File: config.mk
export PLATFORM = sky130hd
export DESIGN_NAME = tcb_dec
export DESIGN_NICKNAME = d
export VERILOG_FILES = /design/src/hw/tcb_pkg.sv /design/src/hw/tcb_dec.sv
export SDC_FILE = /design/constraint.sdc
export NUM_CORES = 1
export LEC_CHECK = 0
export BUFFER_PORTS_ARGS = -buffer_cell sky130_fd_sc_hd__buf_2
export CAP_MARGIN = 20
export CORE_ASPECT_RATIO = 0.6
export CORE_MARGIN = 5
export CORE_UTILIZATION = 22
export DETAILED_ROUTE_END_ITERATION = 12
export GPL_ROUTABILITY_DRIVEN = 0
export PLACE_DENSITY = 0.87
export SLEW_MARGIN = 20
export SYNTH_ARGS = -nofsm -noshare
export SYNTH_HDL_FRONTEND = slang
export SYNTH_SLANG_ARGS = --single-unit
export TNS_END_PERCENT = 50
File: constraint.sdc
create_clock -name tcb -period 2.5 [get_ports tcb]
set_input_delay 0.25 -clock tcb [delete_from_list [all_inputs] [get_ports tcb]]
set_output_delay 0.25 -clock tcb [all_outputs]
set_load 0.02 [all_outputs]
File: src/hw/tcb_pkg.sv
//////////////////////////////
// TCB subsystem definitions
// bus widths, address map, register offsets and the
// vector types shared by decoder, memory and registers
//////////////////////////////

package tcb_pkg;

//////////////////////////////
// bus widths
//////////////////////////////

  // byte address and data
  localparam int unsigned ABW = 16;
  localparam int unsigned DBW = 32;
  // one enable per byte lane
  localparam int unsigned BEW = DBW / 8;

//////////////////////////////
// address map
//////////////////////////////

  // memory, 256 words = 1 KiB
  localparam int unsigned MEM_WORDS = 256;
  localparam logic [ABW-1:0] MEM_BASE = 16'h0000;
  // byte address bits inside the memory region
  localparam int unsigned MEM_AW = 10;

  // register block, 4 words = 16 bytes
  localparam logic [ABW-1:0] CSR_BASE = 16'h1000;
  localparam int unsigned CSR_AW = 4;

  // register offsets inside the block
  localparam logic [CSR_AW-1:0] CSR_CTRL = 4'h0;
  localparam logic [CSR_AW-1:0] CSR_WPL  = 4'h4;
  localparam logic [CSR_AW-1:0] CSR_ERRC = 4'h8;

//////////////////////////////
// vector types
//////////////////////////////

  typedef logic [ABW-1:0] adr_t;
  typedef logic [DBW-1:0] dat_t;
  typedef logic [BEW-1:0] ben_t;
  // word index into memory, address bits 9:2
  typedef logic [$clog2(MEM_WORDS)-1:0] wix_t;
  // 0 to 3 wait states
  typedef logic [1:0] wst_t;

endpackage: tcb_pkg

File: src/hw/tcb_dec.sv
//////////////////////////////
// TCB address decoder
// routes the handshake to memory or registers, answers
// unmapped accesses itself and muxes the responses
//////////////////////////////

`timescale 1ns/10ps

module tcb_dec import tcb_pkg::*; (
  input  logic tcb,
  input  logic rst_n,
  // manager request
  input  logic vld,
  input  logic wen,
  input  adr_t adr,
  // target handshake
  output logic mem_vld,
  output logic csr_vld,
  input  logic mem_rdy,
  input  logic csr_rdy,
  // target responses
  input  logic mem_rsp,
  input  dat_t mem_rdt,
  input  logic mem_err,
  input  logic csr_rsp,
  input  dat_t csr_rdt,
  // manager response
  output logic rdy,
  output logic rsp,
  output dat_t rdt,
  output logic err,
  // error pulse toward the counter
  output logic err_evt
);

  logic mem_sel;
  logic csr_sel;
  logic unm_sel;
  // pending decoder side responses
  logic unm_q;
  logic wce_q;

//////////////////////////////
// request routing
//////////////////////////////

  // region match on upper address bits
  assign mem_sel = (adr[ABW-1:MEM_AW] == MEM_BASE[ABW-1:MEM_AW]);
  assign csr_sel = (adr[ABW-1:CSR_AW] == CSR_BASE[ABW-1:CSR_AW]);
  assign unm_sel = ~mem_sel & ~csr_sel;

  assign mem_vld = vld & mem_sel;
  assign csr_vld = vld & csr_sel;

  // unmapped requests never stall
  assign rdy = mem_sel ? mem_rdy :
               csr_sel ? csr_rdy : 1'b1;

  // response select flops
  always_ff @(posedge tcb or negedge rst_n) begin
    if (!rst_n) begin
      unm_q <= 1'b0;
      wce_q <= 1'b0;
    end else begin
      unm_q <= vld & rdy & unm_sel;
      // write to the read-only error counter
      wce_q <= csr_vld & csr_rdy & wen & (adr[CSR_AW-1:2] == CSR_ERRC[CSR_AW-1:2]);
    end
  end

//////////////////////////////
// response mux
//////////////////////////////

  assign rsp = mem_rsp | csr_rsp | unm_q;

  // unmapped reads return zero
  assign rdt = mem_rsp ? mem_rdt :
               csr_rsp ? csr_rdt : '0;

  assign err = (mem_rsp & mem_err) | wce_q | unm_q;

  // one pulse per error response
  assign err_evt = rsp & err;

  // at most one source answers in a cycle
  assert property (@(posedge tcb) disable iff (!rst_n)
    $onehot0({mem_rsp, csr_rsp, unm_q}));

endmodule: tcb_dec

# After elaboration in Yosys (flattened, before gate mapping)

Index checks and enable logic that the tools add are counted.

Add/subtract/negate cells: 0
Multipliers: 0
Divide/modulo/power cells: 0
$lt $le $gt $ge: 0
Equal/unequal tests: 2
Shift-type cells: 0
Mux-type cells: 4
Bitwise operators: 16
Reductions and logical operators: 1

Operators by type and width:

| operator            | count |
|---|---|
| $mux 32             | 2 |
| $eq 12x9->1 const B | 1 |
| $and 1x1->1         | 10 |
| $logic_not 6->1     | 1 |
| $or 1x1->1          | 4 |
| $eq 2x2->1 const B  | 1 |
| $mux 1              | 2 |
| $not 1->1           | 2 |

Bits in registers: 2
Bits in latches: 0
RAM bits: 0
ROM bits: 0
Output and inout bits: 38
Memories: 0

# Longest topological paths before layout

Gate-level depths: netlist (run 1).

Depth after elaboration: 5
Mapped depth: 4

# Least setup slack after synthesis (run 1)

No wires, ideal clock.

Kind: input-to-output
Start point: input adr[15]
End point: output mem_vld
Arrival: 1.425 ns
Required time: 2.250 ns
Path slack: 0.825 ns
Stages: 2
Cell sequence: or4_1 nor4_1

Word-level cells in the longest chain between the ends: 2

RTL lines:

| item            | line          | RTL |
|---|---|---|
| from (decl)     | tcb_dec.sv:15 | `input adr_t adr,` |
| $logic_not 6->1 | tcb_dec.sv:48 | `assign mem_sel = (adr[ABW-1:MEM_AW] == MEM_BASE[ABW-1:MEM_AW]);` |
| $and 1x1->1     | tcb_dec.sv:52 | `assign mem_vld = vld & mem_sel;` |
| to (decl)       | tcb_dec.sv:17 | `output logic mem_vld,` |

No other way between the ends.

# Worst setup path after layout (run 1)

Start point: input mem_rsp
End point: output rdt[25]

Word-level cells in the longest chain between the ends: 1

RTL lines:

| item        | line          | RTL |
|---|---|---|
| from (decl) | tcb_dec.sv:22 | `input logic mem_rsp,` |
| $mux 32     | tcb_dec.sv:78 | `assign rdt = mem_rsp ? mem_rdt :` |
| to (decl)   | tcb_dec.sv:30 | `output dat_t rdt,` |

No other way between the ends.

==> reports/results.tsv, run 1 <==
metric	value	unit
outcome	completed	
grt_overflow_total	0	
antenna_found_initial	0	
via_count	984	
ir_drop	188	µV
layout_min_cycle_time	1.69	ns
cts.sinks	2	
tightest_slew	0.605	ns
post-route-period-util	67.5	%
leakage	0.725	nW
cp_top_family	buffers and inverters	
coreArea	2150	µm²
sw_frac_of_total	36.7	%
total_power	387	µW
io_pins	127	
ant_nets	0	
p_int	245	µW
maxSlewViolCount	0	
die_h	46.6	µm
fin_hold_ws	0.316	ns
worstPathCellList	buf_2, nor2b_2, buf_4, a22o_1, buf_2	
area_growth	141	%
grt_pass1_vias	901	
postSynthAreaPerCell	7.91	µm²
cts_tree	done	
ys_types	21	
grt_max_degree	37	
max_freq	592	MHz
syn-cell-area	490	µm²
drive_gt1_share	71.2	%
clockPowerShare	32.2	%
powerDensity	328	nW/µm²
stdcell_area	1180	µm²
ys_warn_count	0	
final.setup.tns	0	ns
grt_setup_unrepaired	false	
setup_viol	0	
post_dp_cell_area	1130	µm²
crit_path_top_delay_cell	buf_2	
n_antenna_cell	0	
die-area	3300	µm²
die_w	71.0	µm
cts_buffer_depth	2	
power_switching	142	µW
ctsResizeCount	0	
crit_type	in -> out	
rows	13	
fin_nets	275	
wl_per_cell	13.0	µm
yosysSeqAreaShare	10.2	%
synthCells	62	
maxCapViolations	0	
via_per_inst	4.60	
critPathRequiredTime	2.25	ns
path_clk_slew	0.03	ns
slowest_delay	0.48	ns
drc	0	
hold_violations	0	
start_util	22.8	%
start_kind	input pin	
cts_inserted_buffers	3	
io_buffers	124	
path_common_cell	buf_2	
root_buffer	clkbuf_8	
fin_util	55.0	%
htreeDepth	1	
drt_first_pass_iters	4	
ys_ff_latch	2	
syn-num-nets	151	
hold_class	in -> reg	
max_slew_margin	59.7	%
grt_pass1_wl	3.95	mm
drt_iter0_drc	33	
p_comb_share	58.9	%
end_kind	output port	
worstPathMaxFanout	36	
crit_arrival	1.44	ns
critPathBufInv	3	
seq_power_share	8.8	%
grtUsageTotal	15.0	%
wl	2.79	mm
## final cells by class
cell class                      instances  area (µm²)
Multi-Input combinational cell         52         409
Timing Repair Buffer                  126         638
Fill cell                             218         967
Clock buffer                            3        41.3
Inverter                                1        3.75
Sequential cell                         2        50.0
Tap cell                               30        37.5
## cell families (layout without fill, tap and decap cells)
logic type / Yosys count / in the layout / share of synthesized area [%]
compound gates: 35 / 35 / 60.5
buf+inv: 8 / 130 / 6.89
flops: 2 / 2 / 10.2
simple gates: 17 / 17 / 22.5
## stage by stage
stage               setup WS, ns  std cells
global route               0.737        214
global placement           0.832        210
detailed placement         0.828        210
floorplan                  0.825         62
finish                     0.811        214
CTS                        0.828        214
## cells in the mapped netlist (all sizes together)
| cell | count | area, µm² |
|---|---|---|
| a22o | 31 | 272 |
| clkbuf | 4 | 15.0 |
| buf | 3 | 15.0 |
| nand2 | 3 | 11.3 |
| dfrtp | 2 | 50.1 |
| nor2 | 2 | 7.51 |
| nor4 | 2 | 12.5 |
| o21ai | 2 | 10.0 |
| or4 | 2 | 18.8 |
| a211o | 1 | 8.76 |
| and2 | 1 | 6.26 |
| and3 | 1 | 6.26 |
| and4 | 1 | 8.76 |
| and4b | 1 | 10.0 |
| inv | 1 | 3.75 |
| nand2b | 1 | 6.26 |
| nor2b | 1 | 6.26 |
| nor3 | 1 | 10.0 |
| o22ai | 1 | 6.26 |
| or3 | 1 | 6.26 |
## power by group through the flow
stage | sequential, mW | clock [mW] | combinational [mW]
6_report | 0.0342 | 0.125 | 0.228
3_5_place_dp | 0.0345 | 0 | 0.228
4_1_cts | 0.0342 | 0.130 | 0.229
2_1_floorplan | 0.0345 | 0 | 0.117
5_1_grt | 0.0345 | 0.133 | 0.246
3_3_place_gp | 0.0346 | 0 | 0.225
## cells in the final DEF, fill, tap and decap left out, drive strengths merged, types with 2 or more instances in the layout
master,n
nor2,2
a22o,31
buf,125
dfrtp,2
o21ai,2
or4,2
nand2,3
clkbuf,3
nor4,2
## layer usage
metal	global-route usage [%]	vias to the layer above	wire (µm)	part of all wire (%)
met2	27.6	49	1460	52
li1	-	506	-	-
met1	17.3	425	1050	38
met4	6.37	0	25	0.90
met5	0	-	0	0
met3	3.05	4	251	9.0
## flip-flops by register name, summed over array words and instances, names as in the netlist
register  cells
wce_q         1
unm_q         1
## timing repair
action	CTS	global route
hold buffers	1	0
setup buffers	0	0
hold endpoints to repair	2	0
## final timing paths
path | startpoint | endpoint | slack (ns) | depth (start not counted)
worst max-delay path | mem_rsp | rdt[25] | 0.81 | 5
worst min-delay path | vld | unm_q | 0.32 | 3
max in group asynchronous | rst_n | unm_q | 2.03 | 2
min in group asynchronous | rst_n | wce_q | 0.38 | 2
(Power assumes the default switching activity.)
==> run 2, diff against run 1 <==
--- a/config.mk
+++ b/config.mk
@@ -9,10 +9,10 @@
 export CAP_MARGIN = 20
 export CORE_ASPECT_RATIO = 0.6
 export CORE_MARGIN = 5
-export CORE_UTILIZATION = 22
+export CORE_UTILIZATION = 19
 export DETAILED_ROUTE_END_ITERATION = 12
 export GPL_ROUTABILITY_DRIVEN = 0
-export PLACE_DENSITY = 0.87
+export PLACE_DENSITY = 0.8
 export SLEW_MARGIN = 20
 export SYNTH_ARGS = -nofsm -noshare
 export SYNTH_HDL_FRONTEND = slang
==> constraint.sdc (replaced) <==
create_clock -name tcb -period 1.5 [get_ports tcb]
set_input_delay 0.15 -clock tcb [delete_from_list [all_inputs] [get_ports tcb]]
set_output_delay 0.15 -clock tcb [all_outputs]
set_load 0.02 [all_outputs]
==> run 2 against run 1 <==
Effect of this change: first-iteration DRC count shrank 39%; core utilization fell by 5.6 points; flip-flop and latch count did not move; critical endpoint is now csr_vld; via count rose by 1.3%; non-clock buffer count grew 3; clock-buffer cell count is the same; critical path type unchanged.
==> reports/results.tsv, run 2 (synthesis gave the netlist of run 1 again) <==
metric	value	unit
die_h	49.4	µm
antenna_found_initial	0	
die_w	75.6	µm
hp-start	vld	
total_power	653	µW
max_slew_margin	79.4	%
io_pins	127	
cts_tree	done	
die-area	3730	µm²
ir_drop	363	µV
final.setup.tns	0	ns
leakage	0.750	nW
coreArea	2490	µm²
hold_violations	0	
post_cts.repair.setup_buffers	0	
post_dp_cell_area	1170	µm²
min_path_cells	3	
drt_iter0_drc	20	
htreeDepth	1	
fillers	257	
n_antenna_cell	0	
drc	0	
powerDensity	532	nW/µm²
grt_pass1_vias	1014	
path_clk_slew	0.03	ns
grt_max_degree	34	
cts_buffer_depth	2	
post-route-period-util	95.4	%
grt_overflow_total	0	
io_buffers	124	
stdcell_area	1230	µm²
final_common_cell	buf_2	
max_freq	699	MHz
via_count	997	
hold_class	in -> reg	
outcome	completed	
grt_setup_unrepaired	false	
layout_common_cells	buf_2, a22o_1, buf_4	
cts_inserted_buffers	3	
root_buffer	clkbuf_8	
setup_viol	0	
end_kind	output port	
grtUsageTotal	14.2	%
worstPathMaxFanout	2	
critPathRequiredTime	1.35	ns
crit_arrival	1.28	ns
fin_nets	278	
fin_hold_ws	0.220	ns
area_growth	151	%
wl	2.81	mm
cts.sinks	2	
maxCapViolations	0	
grt_pass1_wl	4.30	mm
tightest_slew	0.309	ns
drive_gt1_share	72.2	%
crit_type	in -> out	
ant_nets	0	
reg_top3	unm_q: 1 flops, wce_q: 1 flops	
fin_util	49.4	%
wl_per_cell	12.8	µm
via_per_inst	4.55	
maxSlewViolCount	0	
layout_min_cycle_time	1.43	ns
min_to	unm_q	
drt_first_pass_iters	4	
hpwl	2.45	mm
start_kind	input pin	
start_util	19.7	%
rows	14	
## run 2: layer usage
layer	GRT usage, %	vias to the layer above	share of wire [%]
met5	0	-	0
met4	3.49	0	0
met3	3.29	0	13
met2	25.6	58	48
met1	16.5	425	38
li1	-	514	-
## run 2: cell type report
type	count	area (µm²)	area share, %
repair buffers	129	676	55.0
multi-input cells	52	418	34.0
flip-flops and latches	2	50.0	4.07
clock buffers	3	41.3	3.36
well taps	32	40.0	3.26
inverters	1	3.75	0.305
## run 2: where the power goes
group | switching (mW) | internal [mW] | leakage (nW)
Sequential | 0.000736 | 0.0563 | 0.0250
Clock | 0.0390 | 0.169 | 0.0216
Combinational | 0.199 | 0.189 | 0.703
## run 2: metrics by stage
step,worst slack (ns),std cells
after global routing,0.00877,219
after global placement,0.0490,215
after CTS,0.0464,219
final,0.0695,219
after floorplan,0.0251,62
after detailed placement,0.0466,215
## run 2: repair_timing
item	4_1_cts	5_1_grt
setup endpoints to repair	0	1
resized for setup	0	3
hold buffers	1	0
endpoints found under the hold margin	2	0
## run 2: worst max-delay path by stage
| stage | from | to | slack [ns] | cells after the start |
|---|---|---|---|---|
| CTS | adr[7] | csr_vld | 0.05 | 5 |
| global route | adr[7] | csr_vld | 0.009 | 5 |
| detailed placement | adr[7] | csr_vld | 0.05 | 5 |
| finish | adr[7] | csr_vld | 0.07 | 5 |
| global placement | adr[7] | csr_vld | 0.05 | 5 |
| floorplan | adr[15] | mem_vld | 0.03 | 2 |
## run 2: critical path, stage by stage
cell	delay (ns)
buf_2	0.10
or4_4	0.54
nor3_4	0.18
and3_1	0.17
buf_4	0.14
