$ cat src/hw/tcb_pkg.sv
//////////////////////////////
// TCB subsystem definitions
// bus widths, address map, register offsets and the
// vector types shared by decoder, memory and registers
//////////////////////////////

package tcb_pkg;

//////////////////////////////
// bus widths
//////////////////////////////

  // byte address and data
  localparam int unsigned ABW = 16;
  localparam int unsigned DBW = 32;
  // one enable per byte lane
  localparam int unsigned BEW = DBW / 8;

//////////////////////////////
// address map
//////////////////////////////

  // memory, 256 words = 1 KiB
  localparam int unsigned MEM_WORDS = 256;
  localparam logic [ABW-1:0] MEM_BASE = 16'h0000;
  // byte address bits inside the memory region
  localparam int unsigned MEM_AW = 10;

  // register block, 4 words = 16 bytes
  localparam logic [ABW-1:0] CSR_BASE = 16'h1000;
  localparam int unsigned CSR_AW = 4;

  // register offsets inside the block
  localparam logic [CSR_AW-1:0] CSR_CTRL = 4'h0;
  localparam logic [CSR_AW-1:0] CSR_WPL  = 4'h4;
  localparam logic [CSR_AW-1:0] CSR_ERRC = 4'h8;

//////////////////////////////
// vector types
//////////////////////////////

  typedef logic [ABW-1:0] adr_t;
  typedef logic [DBW-1:0] dat_t;
  typedef logic [BEW-1:0] ben_t;
  // word index into memory, address bits 9:2
  typedef logic [$clog2(MEM_WORDS)-1:0] wix_t;
  // 0 to 3 wait states
  typedef logic [1:0] wst_t;

endpackage: tcb_pkg

$ cat src/hw/tcb_csr.sv
//////////////////////////////
// TCB control and status registers
// memory wait states, write protection limit
// and a saturating error counter
//////////////////////////////

`timescale 1ns/10ps

module tcb_csr import tcb_pkg::*; (
  input  logic tcb,
  input  logic rst_n,
  // request
  input  logic vld,
  input  logic wen,
  input  adr_t adr,
  input  ben_t ben,
  input  dat_t wdt,
  output logic rdy,
  // response
  output logic rsp,
  output dat_t rdt,
  // memory control
  output wst_t wst,
  output wix_t wpl,
  // error response pulse
  input  logic err_evt
);

  logic trn;
  logic [CSR_AW-3:0] wof;
  dat_t errc;
  dat_t errc_nxt;
  dat_t rmux;

  // never stalls
  assign rdy = vld;
  assign trn = vld & rdy;

  // word offset, byte bits ignored
  assign wof = adr[CSR_AW-1:2];

//////////////////////////////
// registers
//////////////////////////////

  always_ff @(posedge tcb or negedge rst_n) begin
    if (!rst_n) begin
      wst <= '0;
      wpl <= '0;
    end else if (trn & wen) begin
      // both fields live in byte lane 0
      if (wof == CSR_CTRL[CSR_AW-1:2] && ben[0]) wst <= wdt[1:0];
      if (wof == CSR_WPL[CSR_AW-1:2] && ben[0]) wpl <= wdt[7:0];
    end
  end

  // count up, stick at all ones
  assign errc_nxt = (err_evt && errc != '1) ? errc + 1'b1 : errc;

  always_ff @(posedge tcb or negedge rst_n) begin
    if (!rst_n) begin
      errc <= '0;
    end else begin
      errc <= errc_nxt;
    end
  end

//////////////////////////////
// read path
//////////////////////////////

  // counter read includes an error pulse of this cycle
  always_comb begin
    rmux = '0;
    case (wof)
      CSR_CTRL[CSR_AW-1:2]: rmux[1:0] = wst;
      CSR_WPL[CSR_AW-1:2]:  rmux[7:0] = wpl;
      CSR_ERRC[CSR_AW-1:2]: rmux = errc_nxt;
      default:              rmux = '0;
    endcase
  end

  always_ff @(posedge tcb) begin
    if (trn) rdt <= rmux;
  end

  always_ff @(posedge tcb or negedge rst_n) begin
    if (!rst_n) begin
      rsp <= 1'b0;
    end else begin
      rsp <= trn;
    end
  end

endmodule: tcb_csr

$ cat config.mk
export PLATFORM = sky130hd
export DESIGN_NAME = tcb_csr
export DESIGN_NICKNAME = d
export VERILOG_FILES = /design/src/hw/tcb_pkg.sv /design/src/hw/tcb_csr.sv
export SDC_FILE = /design/constraint.sdc
export NUM_CORES = 1
export LEC_CHECK = 0
export BUFFER_PORTS_ARGS = -buffer_cell sky130_fd_sc_hd__buf_2
export CAP_MARGIN = 20
export CORE_ASPECT_RATIO = 0.8
export CORE_MARGIN = 2
export CORE_UTILIZATION = 40
export CTS_CLUSTER_DIAMETER = 50
export DETAILED_ROUTE_END_ITERATION = 10
export GPL_ROUTABILITY_DRIVEN = 0
export SYNTH_ARGS = -nofsm -noshare
export SYNTH_HDL_FRONTEND = slang
export SYNTH_SLANG_ARGS = --single-unit
$ cat constraint.sdc
create_clock -name tcb -period 4.9 [get_ports tcb]
set_clock_uncertainty 0.1 [all_clocks]
set_input_delay 0 -clock tcb [delete_from_list [all_inputs] [get_ports tcb]]
set_output_delay 0 -clock tcb [all_outputs]
set_load 0.03 [all_outputs]
Word level (Yosys, flattened, before mapping)
Index checks and enable logic that the tools add are counted.
{"block": "op_classes", "addsub": 1, "eq_ne": 3, "muxes": 3, "n_bitwise": 1, "n_reduce_logical": 6}
{"operator": "32-bit by 1-bit adder with 32-bit output, second input constant", "n": 1}
{"operator": "32-bit 2-to-1 mux", "n": 1}
{"operator": "32-bit inequality test, second input constant", "n": 1}
{"operator": "6-bit one-hot mux with 2 select lines", "n": 1}
{"operator": "2-bit one-hot mux with 3 select lines", "n": 1}
{"operator": "2-bit AND reduction", "n": 2}
{"operator": "1-bit logical AND", "n": 3}
{"operator": "2-bit by 1-bit == test with 1-bit output, second input constant", "n": 1}
{"operator": "2-bit == test, second input constant", "n": 1}
{"operator": "2-bit logical NOT", "n": 1}
{"operator": "1-bit AND", "n": 1}
{"block": "totals", "register_bits": 75, "input_bits": 57, "out_inout_bits": 44, "word_cells": 20}

Depth between registers and ports, before layout
Gate-level depths: netlist (run 1).
{"block": "logic_depth", "ltp_word": 4, "mapped_depth": 7, "depth_no_buf": 7}

Least setup slack after synthesis (run 1)
No wires, ideal clock.
{"block": "synth_path", "kind": "register -> register", "from": "register errc[20]", "to": "register rdt[1] (data pin)", "setup_time_ns": 0.262, "arrival_ns": 2.254, "t_required_ns": 4.538, "slack_ns": 2.283, "stages_incl_launch_ff": 7, "n_path_buf": 0, "period_less_slack_ns": 2.617, "cell_sequence": "dfrtp_1 > nand4_1 > or4_4 > o41ai_4 > mux2_2 > a222oi_1 > nor2_1"}
{"block": "synth_via", "elab_chain_cells": 4}
{"element": "from (decl)", "line_no": "tcb_csr.sv:31", "source": "dat_t errc;"}
{"element": "from (signal assigned)", "line_no": "tcb_csr.sv:64", "source": "errc <= errc_nxt;"}
{"element": "32-bit inequality test", "line_no": "tcb_csr.sv:58", "source": "assign errc_nxt = (err_evt && errc != '1) ? errc + 1'b1 : errc;"}
{"element": "1-bit logical AND", "line_no": "tcb_csr.sv:58"}
{"element": "32-bit 2-to-1 mux", "line_no": "tcb_csr.sv:58"}
{"element": "net errc_nxt[1]", "line_no": "tcb_csr.sv:32", "source": "dat_t errc_nxt;"}
{"element": "2-bit one-hot mux with 3 select lines", "line_no": "tcb_csr.sv:75", "source": "case (wof)"}
{"element": "net rmux[1]", "line_no": "tcb_csr.sv:33", "source": "dat_t rmux;"}
{"element": "to (signal assigned)", "line_no": "tcb_csr.sv:84", "source": "if (trn) rdt <= rmux;"}
{"element": "to (decl)", "line_no": "tcb_csr.sv:21", "source": "output dat_t rdt,"}
The timed path passes the listed nets, and every way through them passes these cells.
A chain may end at the register's enable or synchronous reset.

Worst setup path in the final report (run 1)
Ends and elaborated chain as after synthesis.

==> flow_summary.toml, run 1 <==
[pwr]
intPower_w = 0.00119
netSwitchingFraction_pct = 27.3
combinationalPowerShare_pct = 16.5
net_switching_power_w = 0.000447
p_leak_nw = 1.80
clkPwrFrac_pct = 35.7
worst_ir_drop_on_vdd_mv = 0.237
seq_power_share_pct = 47.9
power_density_nw_per_um2 = 400

[floorplan]
core_um2 = 7950
placementRows = 29
die_width_um = 105
design.die.area_um2 = 8970
initial_cell_density_of_the_core_pct = 41.4
top_level_i_o_count = 101
die-height_um = 85.1

[worst_setup_path]
critical_path_required_ns = 4.90
rrSetupSlack_ns = 1.99
critPathCaptureType = "register"
worst_ep_arrival_time_ns = 2.91
critical_path.endpoint = "rdt[1]"
timing.critical_path.from = "errc[20]"
timing_worst_setup_path_type = "register to register"
timing.rr.end = "rdt[1]"
worst_setup_path_start_kind = "register"
regToRegStartpoint = "errc[20]"
worst_r2r_path_depth = 6
crit_fanout = 6

[clocking]
clockBufferDepth = 2
cts_root_buffer = "sky130_fd_sc_hd__clkbuf_8"
tritoncts = "done"
cts_inserted_buffers = 9
cts_repair_resize_count = 0
clk_latency_ns = 0.35
clock_tree.htree_level_count = 3
cts.reportedPaths.clkPinSlew_ns = 0.07
cts.repair_timing.setup_buffer_count = 0
clock_sink_count = 75

[logic_synthesis]
postSynthAreaPerCell_um2 = 12.9
mappedNetlistArea_um2 = 3290
synth_fp_nets = 317
post_synth_num_cell_types = 28
synthesis.instances = 255
synth_sequential_area_ratio_pct = 61.9
synth-warning-count = 0
yosys_register_bits = 75

[sta]
clock.fmax_ghz = 0.343
final-max-slew-violation-count = 0
finalSetupTns_ns = 0
min_period_over_period_pct = 59.4
hold_viol_final = 0
setup_viol_count_final = 0
rsz_0062_raised_after_global_routing = "no"
worst_slew_margin_rel_pct = 38.2
worst_pin_slew_ns = 0.928
post-route-min-period_ns = 2.91

[placement]
io_buffers = 59
post-dp-hpwl_um = 4080
dpl.cell_count = 415

[finish]
antenna_cells_inserted = 0
fillCellCount = 706
area_delta_synth_final_pct = 24.2
post_route_cells_drive_above_1_share_pct = 28.2
finalNonFillerCells = 445
num-nets-final = 394

[detailed_routing]
drt_first_pass_iters = 4
post-route-drc-count = 0
detail_route.wl_per_cell_um = 14.1
wl_um = 6270
detailroute.via_count = 2179
first_iter_violations = 119
detail-route-antenna-nets = 0
routed_via_count_divided_by_cell_count = 4.90

[global_routing]
track_usage_pct = 15.3
grt_remaining_overflow = 0
maximum_number_of_pins_on_one_net_before_global_route_repair = 44
antenna_found_initial = 0
grt_pass1_vias = 2110
first_pass_grt_wire_length_um = 10600

[min_path]
hold_path_class = "input port to asynchronous set/reset pin"

[flow_run]
maxCapViolCount = 0

[status]
status = "completed"
-- Yosys cell counts --
| master | number | area, µm² |
|---|---|---|
| sky130_fd_sc_hd__ha_1 | 5 | 62.6 |
| sky130_fd_sc_hd__xnor2_1 | 15 | 131 |
| sky130_fd_sc_hd__nand4_1 | 13 | 81.3 |
| sky130_fd_sc_hd__clkbuf_1 | 5 | 18.8 |
| sky130_fd_sc_hd__a32o_1 | 6 | 60.1 |
| sky130_fd_sc_hd__and3_2 | 1 | 7.51 |
| sky130_fd_sc_hd__buf_4 | 1 | 7.51 |
| sky130_fd_sc_hd__buf_1 | 1 | 3.75 |
| sky130_fd_sc_hd__or3_2 | 1 | 7.51 |
| sky130_fd_sc_hd__mux2_2 | 11 | 124 |
| sky130_fd_sc_hd__or4_4 | 1 | 11.3 |
| sky130_fd_sc_hd__dfrtp_1 | 43 | 1080 |
| sky130_fd_sc_hd__edfxtp_1 | 32 | 961 |
| sky130_fd_sc_hd__nand3_1 | 21 | 105 |
| sky130_fd_sc_hd__xor2_1 | 16 | 140 |
| sky130_fd_sc_hd__inv_1 | 4 | 15.0 |
| sky130_fd_sc_hd__nor4_4 | 1 | 21.3 |
| sky130_fd_sc_hd__nor3_1 | 10 | 50.1 |
| sky130_fd_sc_hd__nor2_1 | 11 | 41.3 |
| sky130_fd_sc_hd__nor4_1 | 7 | 43.8 |
| sky130_fd_sc_hd__a41oi_1 | 1 | 8.76 |
| sky130_fd_sc_hd__a222oi_1 | 2 | 20.0 |
| sky130_fd_sc_hd__nand2_1 | 13 | 48.8 |
| sky130_fd_sc_hd__and2_1 | 26 | 163 |
| sky130_fd_sc_hd__o41ai_4 | 1 | 27.5 |
| sky130_fd_sc_hd__and4_2 | 2 | 20.0 |
| sky130_fd_sc_hd__or2_2 | 1 | 6.26 |
| sky130_fd_sc_hd__and3_1 | 4 | 25.0 |
-- registers in the layout (all words and copies together) (netlist names) --
| register | cells |
|---|---|
| errc | 32 |
| rdt | 32 |
| wpl | 8 |
| wst | 2 |
| rsp | 1 |
-- stage by stage --
| step | hold slack, ns | util, % | setup slack (ns) | instance area [µm²] | power [W] |
|---|---|---|---|---|---|
| after floorplan | -0.396 | - | 2.28 | 3290 | 0.000968 |
| after global placement | 0.109 | 46.4 | 1.96 | 3690 | 0.00105 |
| after detailed placement | 0.123 | 46.4 | 1.98 | 3690 | 0.00106 |
| after CTS | 0.0216 | 51.1 | 1.97 | 4060 | 0.00165 |
| after global routing | 0.0282 | 51.4 | 1.77 | 4080 | 0.00172 |
| final | 0.00605 | 51.4 | 1.99 | 4080 | 0.00163 |
-- cell type report --
cell class / instances / area, µm² / area share (%)
inverters: 4 / 15.0 / 0.368
repair buffers: 73 / 440 / 10.8
well taps: 108 / 135 / 3.31
multi-input cells: 169 / 1210 / 29.5
clock buffers: 11 / 151 / 3.71
flip-flops and latches: 75 / 2040 / 49.9
clock inverters: 5 / 98.8 / 2.42
-- repair_timing --
action / 4_1_cts / 5_1_grt
endpoints found under the setup margin: 0 / 0
hold buffers: 12 / 0
endpoints found under the hold margin: 56 / 0
-- how the worst min path moves through the flow --
stage,start,to
after floorplan,rst_n,errc[0]
after global placement,rst_n,errc[22]
after detailed placement,rst_n,errc[23]
after CTS,adr[3],rdt[1]
after global routing,rst_n,errc[18]
final,rst_n,errc[23]
-- worst max-delay path, stage by stage, from the launching register on --
cell and delay (ns):
sky130_fd_sc_hd__dfrtp_1 0.44, sky130_fd_sc_hd__nand4_1 0.20, sky130_fd_sc_hd__or4_4 0.64, sky130_fd_sc_hd__o41ai_4 0.56
sky130_fd_sc_hd__mux2_2 0.42, sky130_fd_sc_hd__a222oi_1 0.22, sky130_fd_sc_hd__nor2_1 0.08
-- power groups by stage --
stage / clock network, W / registers, W / logic [W]
floorplan: 0 / 0.000861 / 0.000107
global placement: 0 / 0.000793 / 0.000260
detailed placement: 0 / 0.000794 / 0.000262
CTS: 0.000601 / 0.000782 / 0.000271
global route: 0.000630 / 0.000793 / 0.000297
finish: 0.000582 / 0.000782 / 0.000269
-- metal layers --
metal / part of all wire [%] / GRT usage, %
met5: 0 / 0
met4: 1.9 / 7.03
met3: 5.5 / 4.84
met2: 41 / 20.2
met1: 52 / 22.9
-- cells by family after synthesis --
kind of cell    Yosys count  synth area share [%]
compound gates           10                  3.54
xor+xnor                 31                  8.26
fa+ha+maj                 5                  1.90
mux                      11                  3.77
simple gates            112                  19.2
buf+inv                  11                  1.37
flops                    75                  61.9
-- cells in the final DEF (no fill, tap or decap), drive strengths merged, types with 12 or more instances in the layout --
master,instances
edfxtp,32
nand3,21
buf,61
dlygate4sd3,12
nand4,13
dfrtp,43
nand2,13
and2,26
xnor2,15
xor2,16
No activity file was read; power rests on OpenSTA's default activity.
==> inputs of run 2 (changes only) <==
==> constraint.sdc (replaced) <==
create_clock -name tcb -period 3.1 [get_ports tcb]
set_clock_uncertainty 0.1 [all_clocks]
set_input_delay 0 -clock tcb [delete_from_list [all_inputs] [get_ports tcb]]
set_output_delay 0 -clock tcb [all_outputs]
set_load 0.03 [all_outputs]
==> run 2 against run 1 <==
Net effect:
- die area is the same
- global-route usage barely moved
- clock power rose by 38%
- cell count increased by 0.90%
- register-to-register slack got worse by 1.7 ns
- total power increased by 52%
- first-iteration DRC count is 1.7% lower
- critical path type unchanged
- highest routed layer unchanged
==> flow_summary.toml, run 2 (synthesized netlist as in run 1, its figures left out) <==
[sta]
clock.fmax_ghz = 0.361
setup_viol_count_final = 0
min_period_over_period_pct = 89.2
worst_slew_margin_rel_pct = 39.0
finalSetupTns_ns = 0
post-route-min-period_ns = 2.77
rsz_0062_raised_after_global_routing = "no"
worst_pin_slew_ns = 0.915
hold_viol_final = 0
final-max-slew-violation-count = 0

[worst_setup_path]
timing.critical_path.depth = 7
worst_ep_arrival_time_ns = 2.77
regToRegStartpoint = "errc[21]"
timing.rr.end = "rdt[6]"
timing_worst_setup_path_type = "register to register"
worst_setup_path_start_kind = "register"
worst-path-buf-inv = 1
critical_path.endpoint = "rdt[6]"
cpPeakStageDelay_ns = 0.65
critical-path-slowest-cell = "sky130_fd_sc_hd__or4_4"
crit_fanout = 5
timing.critical_path.from = "errc[21]"
worst_r2r_path_depth = 7
critical_path_required_ns = 3.10
cp_cell_sequence = "nand4_1 > or4_4 > o41ai_4 > buf_4 > nor3_1 > xor2_1 > a32o_1"
critPathCaptureType = "register"
rrSetupSlack_ns = 0.33
critical-path-top-delay-family = "simple AND/OR/NAND/NOR gates"

[clocking]
cts_inserted_buffers = 9
clk_latency_ns = 0.35
clock_tree.htree_level_count = 3
cts.repair_timing.setup_buffer_count = 0
cts.reportedPaths.clkPinSlew_ns = 0.08
cts_repair_resize_count = 0
clockBufferDepth = 2
tritoncts = "done"
cts_root_buffer = "sky130_fd_sc_hd__clkbuf_8"
clock_sink_count = 75

[floorplan]
die_width_um = 105
placementRows = 29
top_level_i_o_count = 101
design.die.area_um2 = 8970
die-height_um = 85.1
initial_cell_density_of_the_core_pct = 41.4
core_um2 = 7950

[placement]
io_buffers = 59
post-dp-hpwl_um = 4350
placement.cell_area_um2 = 3720

[detailed_routing]
post-route-drc-count = 0
dr.max_layer_used = "met4"
routedLengthMet1_um = 3240
drt_first_pass_iters = 5
wl_met2_um = 2770
routed_via_count_divided_by_cell_count = 4.96
met3_wire_length_um = 335
wl_um = 6440
detail_route.wl_per_cell_um = 14.3
first_iter_violations = 117
detailroute.via_count = 2229
detail-route-antenna-nets = 0

[finish]
sequential_cell_area_um2 = 2040
layout_commonest_cell = "sky130_fd_sc_hd__buf_2"
fin_area_um2 = 4090
post_route_cells_drive_above_1_share_pct = 28.7
antenna_cells_inserted = 0
utilization_pct = 51.4
biggestRegsByFlops = "errc x32, rdt x32, wpl x8"
fillCellCount = 713
most-common-layout-cells = "sky130_fd_sc_hd__buf_2 (59), sky130_fd_sc_hd__dfrtp_1 (43), sky130_fd_sc_hd__edfxtp_1 (32), sky130_fd_sc_hd__and2_1 (26), sky130_fd_sc_hd__nand3_1 (21)"
num-nets-final = 398
area_delta_synth_final_pct = 24.2
multiInputGateArea_um2 = 1210

[global_routing]
grt_pass1_vias = 2163
first_pass_grt_wire_length_um = 10700
maximum_number_of_pins_on_one_net_before_global_route_repair = 44
grt_remaining_overflow = 0
track_usage_pct = 15.3
antenna_found_initial = 0

[min_path]
hold_path_class = "input port to asynchronous set/reset pin"

[status]
status = "completed"

[pwr]
worst_ir_drop_on_vdd_mv = 0.268
total_power_w = 0.00248
p_leak_nw = 1.80
power_density_nw_per_um2 = 607

[flow_run]
maxCapViolCount = 0
-- run 2: area by class of cell --
| class | instances | area share (%) |
|---|---|---|
| multi-input cells | 169 | 29.5 |
| flip-flops and latches | 75 | 49.9 |
| inverters | 4 | 0.368 |
| clock inverters | 7 | 2.27 |
| well taps | 108 | 3.31 |
| clock buffers | 9 | 3.03 |
| repair buffers | 77 | 11.6 |
-- run 2: metrics by stage --
step / std cells / hold WS, ns / setup slack (ns)
after floorplan: 255 / -0.396 / 0.483
after global placement: 419 / 0.108 / 0.377
after detailed placement: 419 / 0.125 / 0.338
after CTS: 448 / 0.0420 / 0.338
after global routing: 449 / 0.0527 / 0.271
final: 449 / 0.0322 / 0.333
-- run 2: how the worst min path moves through the flow --
stage	depth (start not counted)	slack [ns]	endpoint
2_1_floorplan	0	-0.40	errc[0]
3_3_place_gp	1	0.11	errc[21]
3_5_place_dp	1	0.12	errc[21]
4_1_cts	3	0.04	rdt[1]
5_1_grt	3	0.05	rdt[1]
6_report	2	0.03	errc[22]
-- run 2: layer usage --
metal	global-route usage (%)	vias to the layer above
met5	0	-
met4	5.33	0
met3	4.84	11
met2	21.5	72
met1	22.3	1054
li1	-	1092
-- run 2: power breakdown --
part | internal, W | total (W) | switching (W)
combinational | 0.000163 | 0.000439 | 0.000275
clock | 0.000450 | 0.000806 | 0.000357
sequential | 0.00115 | 0.00123 | 0.0000874
-- run 2: repair_timing --
item                       4_1_cts  5_1_grt
hold endpoints to repair        56        0
hold buffers                    13        0
setup endpoints to repair        0        0
==> inputs of run 3 (changes only) <==
--- a/config.mk
+++ b/config.mk
@@ -9,10 +9,11 @@
 export CAP_MARGIN = 20
 export CORE_ASPECT_RATIO = 0.8
 export CORE_MARGIN = 2
-export CORE_UTILIZATION = 40
+export CORE_UTILIZATION = 50
 export CTS_CLUSTER_DIAMETER = 50
 export DETAILED_ROUTE_END_ITERATION = 10
 export GPL_ROUTABILITY_DRIVEN = 0
+export PLACE_DENSITY = 0.78
 export SYNTH_ARGS = -nofsm -noshare
 export SYNTH_HDL_FRONTEND = slang
 export SYNTH_SLANG_ARGS = --single-unit
==> run 3 against run 2 <==
Net effect:
- fmax is 0.38% lower
- clock power rose by 10%
- utilization grew 12 points
- via count is essentially flat
- register-to-register slack barely moved
- hold slack worse by 0.00093 ns
- die area is 19% lower
- first-iteration DRC count increased by 42%
- sequential power is essentially flat
- non-clock buffer count unchanged
- wire length is 3.7% lower
- clock-buffer cell count grew 1
==> flow_summary.toml, run 3 (synthesized netlist as in run 1, its figures left out) <==
[detailed_routing]
met3_wire_length_um = 369
drt_first_pass_iters = 5
routedLengthMet1_um = 2830
detail_route.wl_per_cell_um = 14.6
first_iter_violations = 166
detail-route-antenna-nets = 0
routed_via_count_divided_by_cell_count = 5.25
dr.max_layer_used = "met4"
post-route-drc-count = 0
wl_met2_um = 2860
wl_um = 6200
detailroute.via_count = 2231

[placement]
io_buffers = 59
dpl.cell_count = 395
post-dp-hpwl_um = 4190

[floorplan]
placementRows = 26
die_width_um = 94.7
design.die.area_um2 = 7250
top_level_i_o_count = 101
die-height_um = 76.5
initial_cell_density_of_the_core_pct = 51.6
core_um2 = 6380

[pwr]
p_leak_nw = 1.80
worst_ir_drop_on_vdd_mv = 0.344
power_density_nw_per_um2 = 630

[global_routing]
track_usage_pct = 18.9
maximum_number_of_pins_on_one_net_before_global_route_repair = 44
grt_remaining_overflow = 0
first_pass_grt_wire_length_um = 10600
grt_pass1_vias = 2279
antenna_found_initial = 0

[worst_setup_path]
critPathCaptureType = "register"
critical-path-top-delay-family = "simple AND/OR/NAND/NOR gates"
timing_worst_setup_path_type = "register to register"
worst-path-buf-inv = 1
cp_cell_sequence = "nand4_1 > or4_4 > o41ai_4 > buf_4 > nor3_1 > xor2_1 > a32o_1"
worst_setup_path_start_kind = "register"
worst_ep_arrival_time_ns = 2.78
cpPeakStageDelay_ns = 0.65
critical-path-slowest-cell = "sky130_fd_sc_hd__or4_4"
critical_path_required_ns = 3.10
crit_fanout = 6

[finish]
sequential_cell_area_um2 = 2040
post_route_cells_drive_above_1_share_pct = 28.4
area_delta_synth_final_pct = 23.8
fillCellCount = 508
antenna_cells_inserted = 0
multiInputGateArea_um2 = 1210
num-nets-final = 398
layout_commonest_cell = "sky130_fd_sc_hd__buf_2"
most-common-layout-cells = "sky130_fd_sc_hd__buf_2 (59), sky130_fd_sc_hd__dfrtp_1 (43), sky130_fd_sc_hd__edfxtp_1 (32), sky130_fd_sc_hd__and2_1 (26), sky130_fd_sc_hd__nand3_1 (21)"
finalNonFillerCells = 425
biggestRegsByFlops = "errc x32, rdt x32, wpl x8"

[clocking]
clock_sink_count = 75
clockBufferDepth = 2
cts_inserted_buffers = 9
clk_latency_ns = 0.35
cts.reportedPaths.clkPinSlew_ns = 0.08
tritoncts = "done"
cts.repair_timing.setup_buffer_count = 0
clock_tree.htree_level_count = 3
cts_root_buffer = "sky130_fd_sc_hd__clkbuf_8"

[sta]
final-max-slew-violation-count = 0
min_period_over_period_pct = 89.6
post-route-min-period_ns = 2.78
worst_pin_slew_ns = 0.960
clock.fmax_ghz = 0.360
rsz_0062_raised_after_global_routing = "no"
setup_viol_count_final = 0
finalSetupTns_ns = 0
worst_slew_margin_rel_pct = 36.0
hold_viol_final = 0

[status]
status = "completed"

[min_path]
hold_path_class = "input port to register"

[flow_run]
maxCapViolCount = 0
-- run 3: final cells by class --
cell class                      instances  area share, %
Sequential cell                        75           50.0
Tap cell                               84           2.58
Multi-Input combinational cell        169           29.6
Clock buffer                           10           3.14
Timing Repair Buffer                   77           11.4
Clock inverter                          6           2.80
Inverter                                4          0.369
-- run 3: report_power, final --
part	internal [W]	switching (W)	total [W]
sequential	0.00115	0.0000919	0.00124
combinational	0.000159	0.000277	0.000436
clock	0.000536	0.000352	0.000888
total	0.00184	0.000721	0.00256
-- run 3: metrics by stage --
stage                     setup WS (ns)  area (µm²)  total power [W]  util (%)  hold WS [ns]
after floorplan                   0.483        3290          0.00153         -        -0.396
after global placement            0.400        3690          0.00166      57.8        0.0903
after detailed placement          0.332        3690          0.00167      57.8        0.0936
after CTS                         0.325        4070          0.00258      63.8        0.0194
after global routing              0.186        4070          0.00267      63.8        0.0483
final                             0.323        4070          0.00256      63.8        0.0312
-- run 3: timing repair --
| item | in CTS | in global routing |
|---|---|---|
| hold endpoints to repair | 68 | 0 |
| hold buffers | 14 | 0 |
| resized for setup | 0 | 0 |
-- run 3: per-layer routing --
layer | global-route usage [%] | vias up
li1 | - | 1099
met1 | 25.9 | 1057
met2 | 27.4 | 65
met3 | 5.44 | 10
met4 | 9.57 | 0
met5 | 0 | -
-- run 3: final timing paths --
kind / start / end / slack, ns / cells after the start
setup / recovery: errc[20] / rdt[6] / 0.32 / 7
max in group asynchronous: rst_n / errc[2] / 2.09 / 2
min in group asynchronous: rst_n / errc[23] / 0.24 / 2
hold / removal: adr[3] / rdt[1] / 0.03 / 3
setup reg to reg: errc[20] / rdt[6] / 0.32 / 7
hold reg to reg: errc[31] / errc[31] / 0.38 / 1
-- run 3: worst register-to-register path: cells and delay by family (launching register included) --
| family | cells | cell delay (ns) |
|---|---|---|
| flip-flops | 1 | 0.44 |
| AO/OA/AOI/OAI | 2 | 0.69 |
| XOR/XNOR | 1 | 0.17 |
| AND/OR/NAND/NOR | 3 | 0.93 |
| buffers and inverters | 1 | 0.21 |
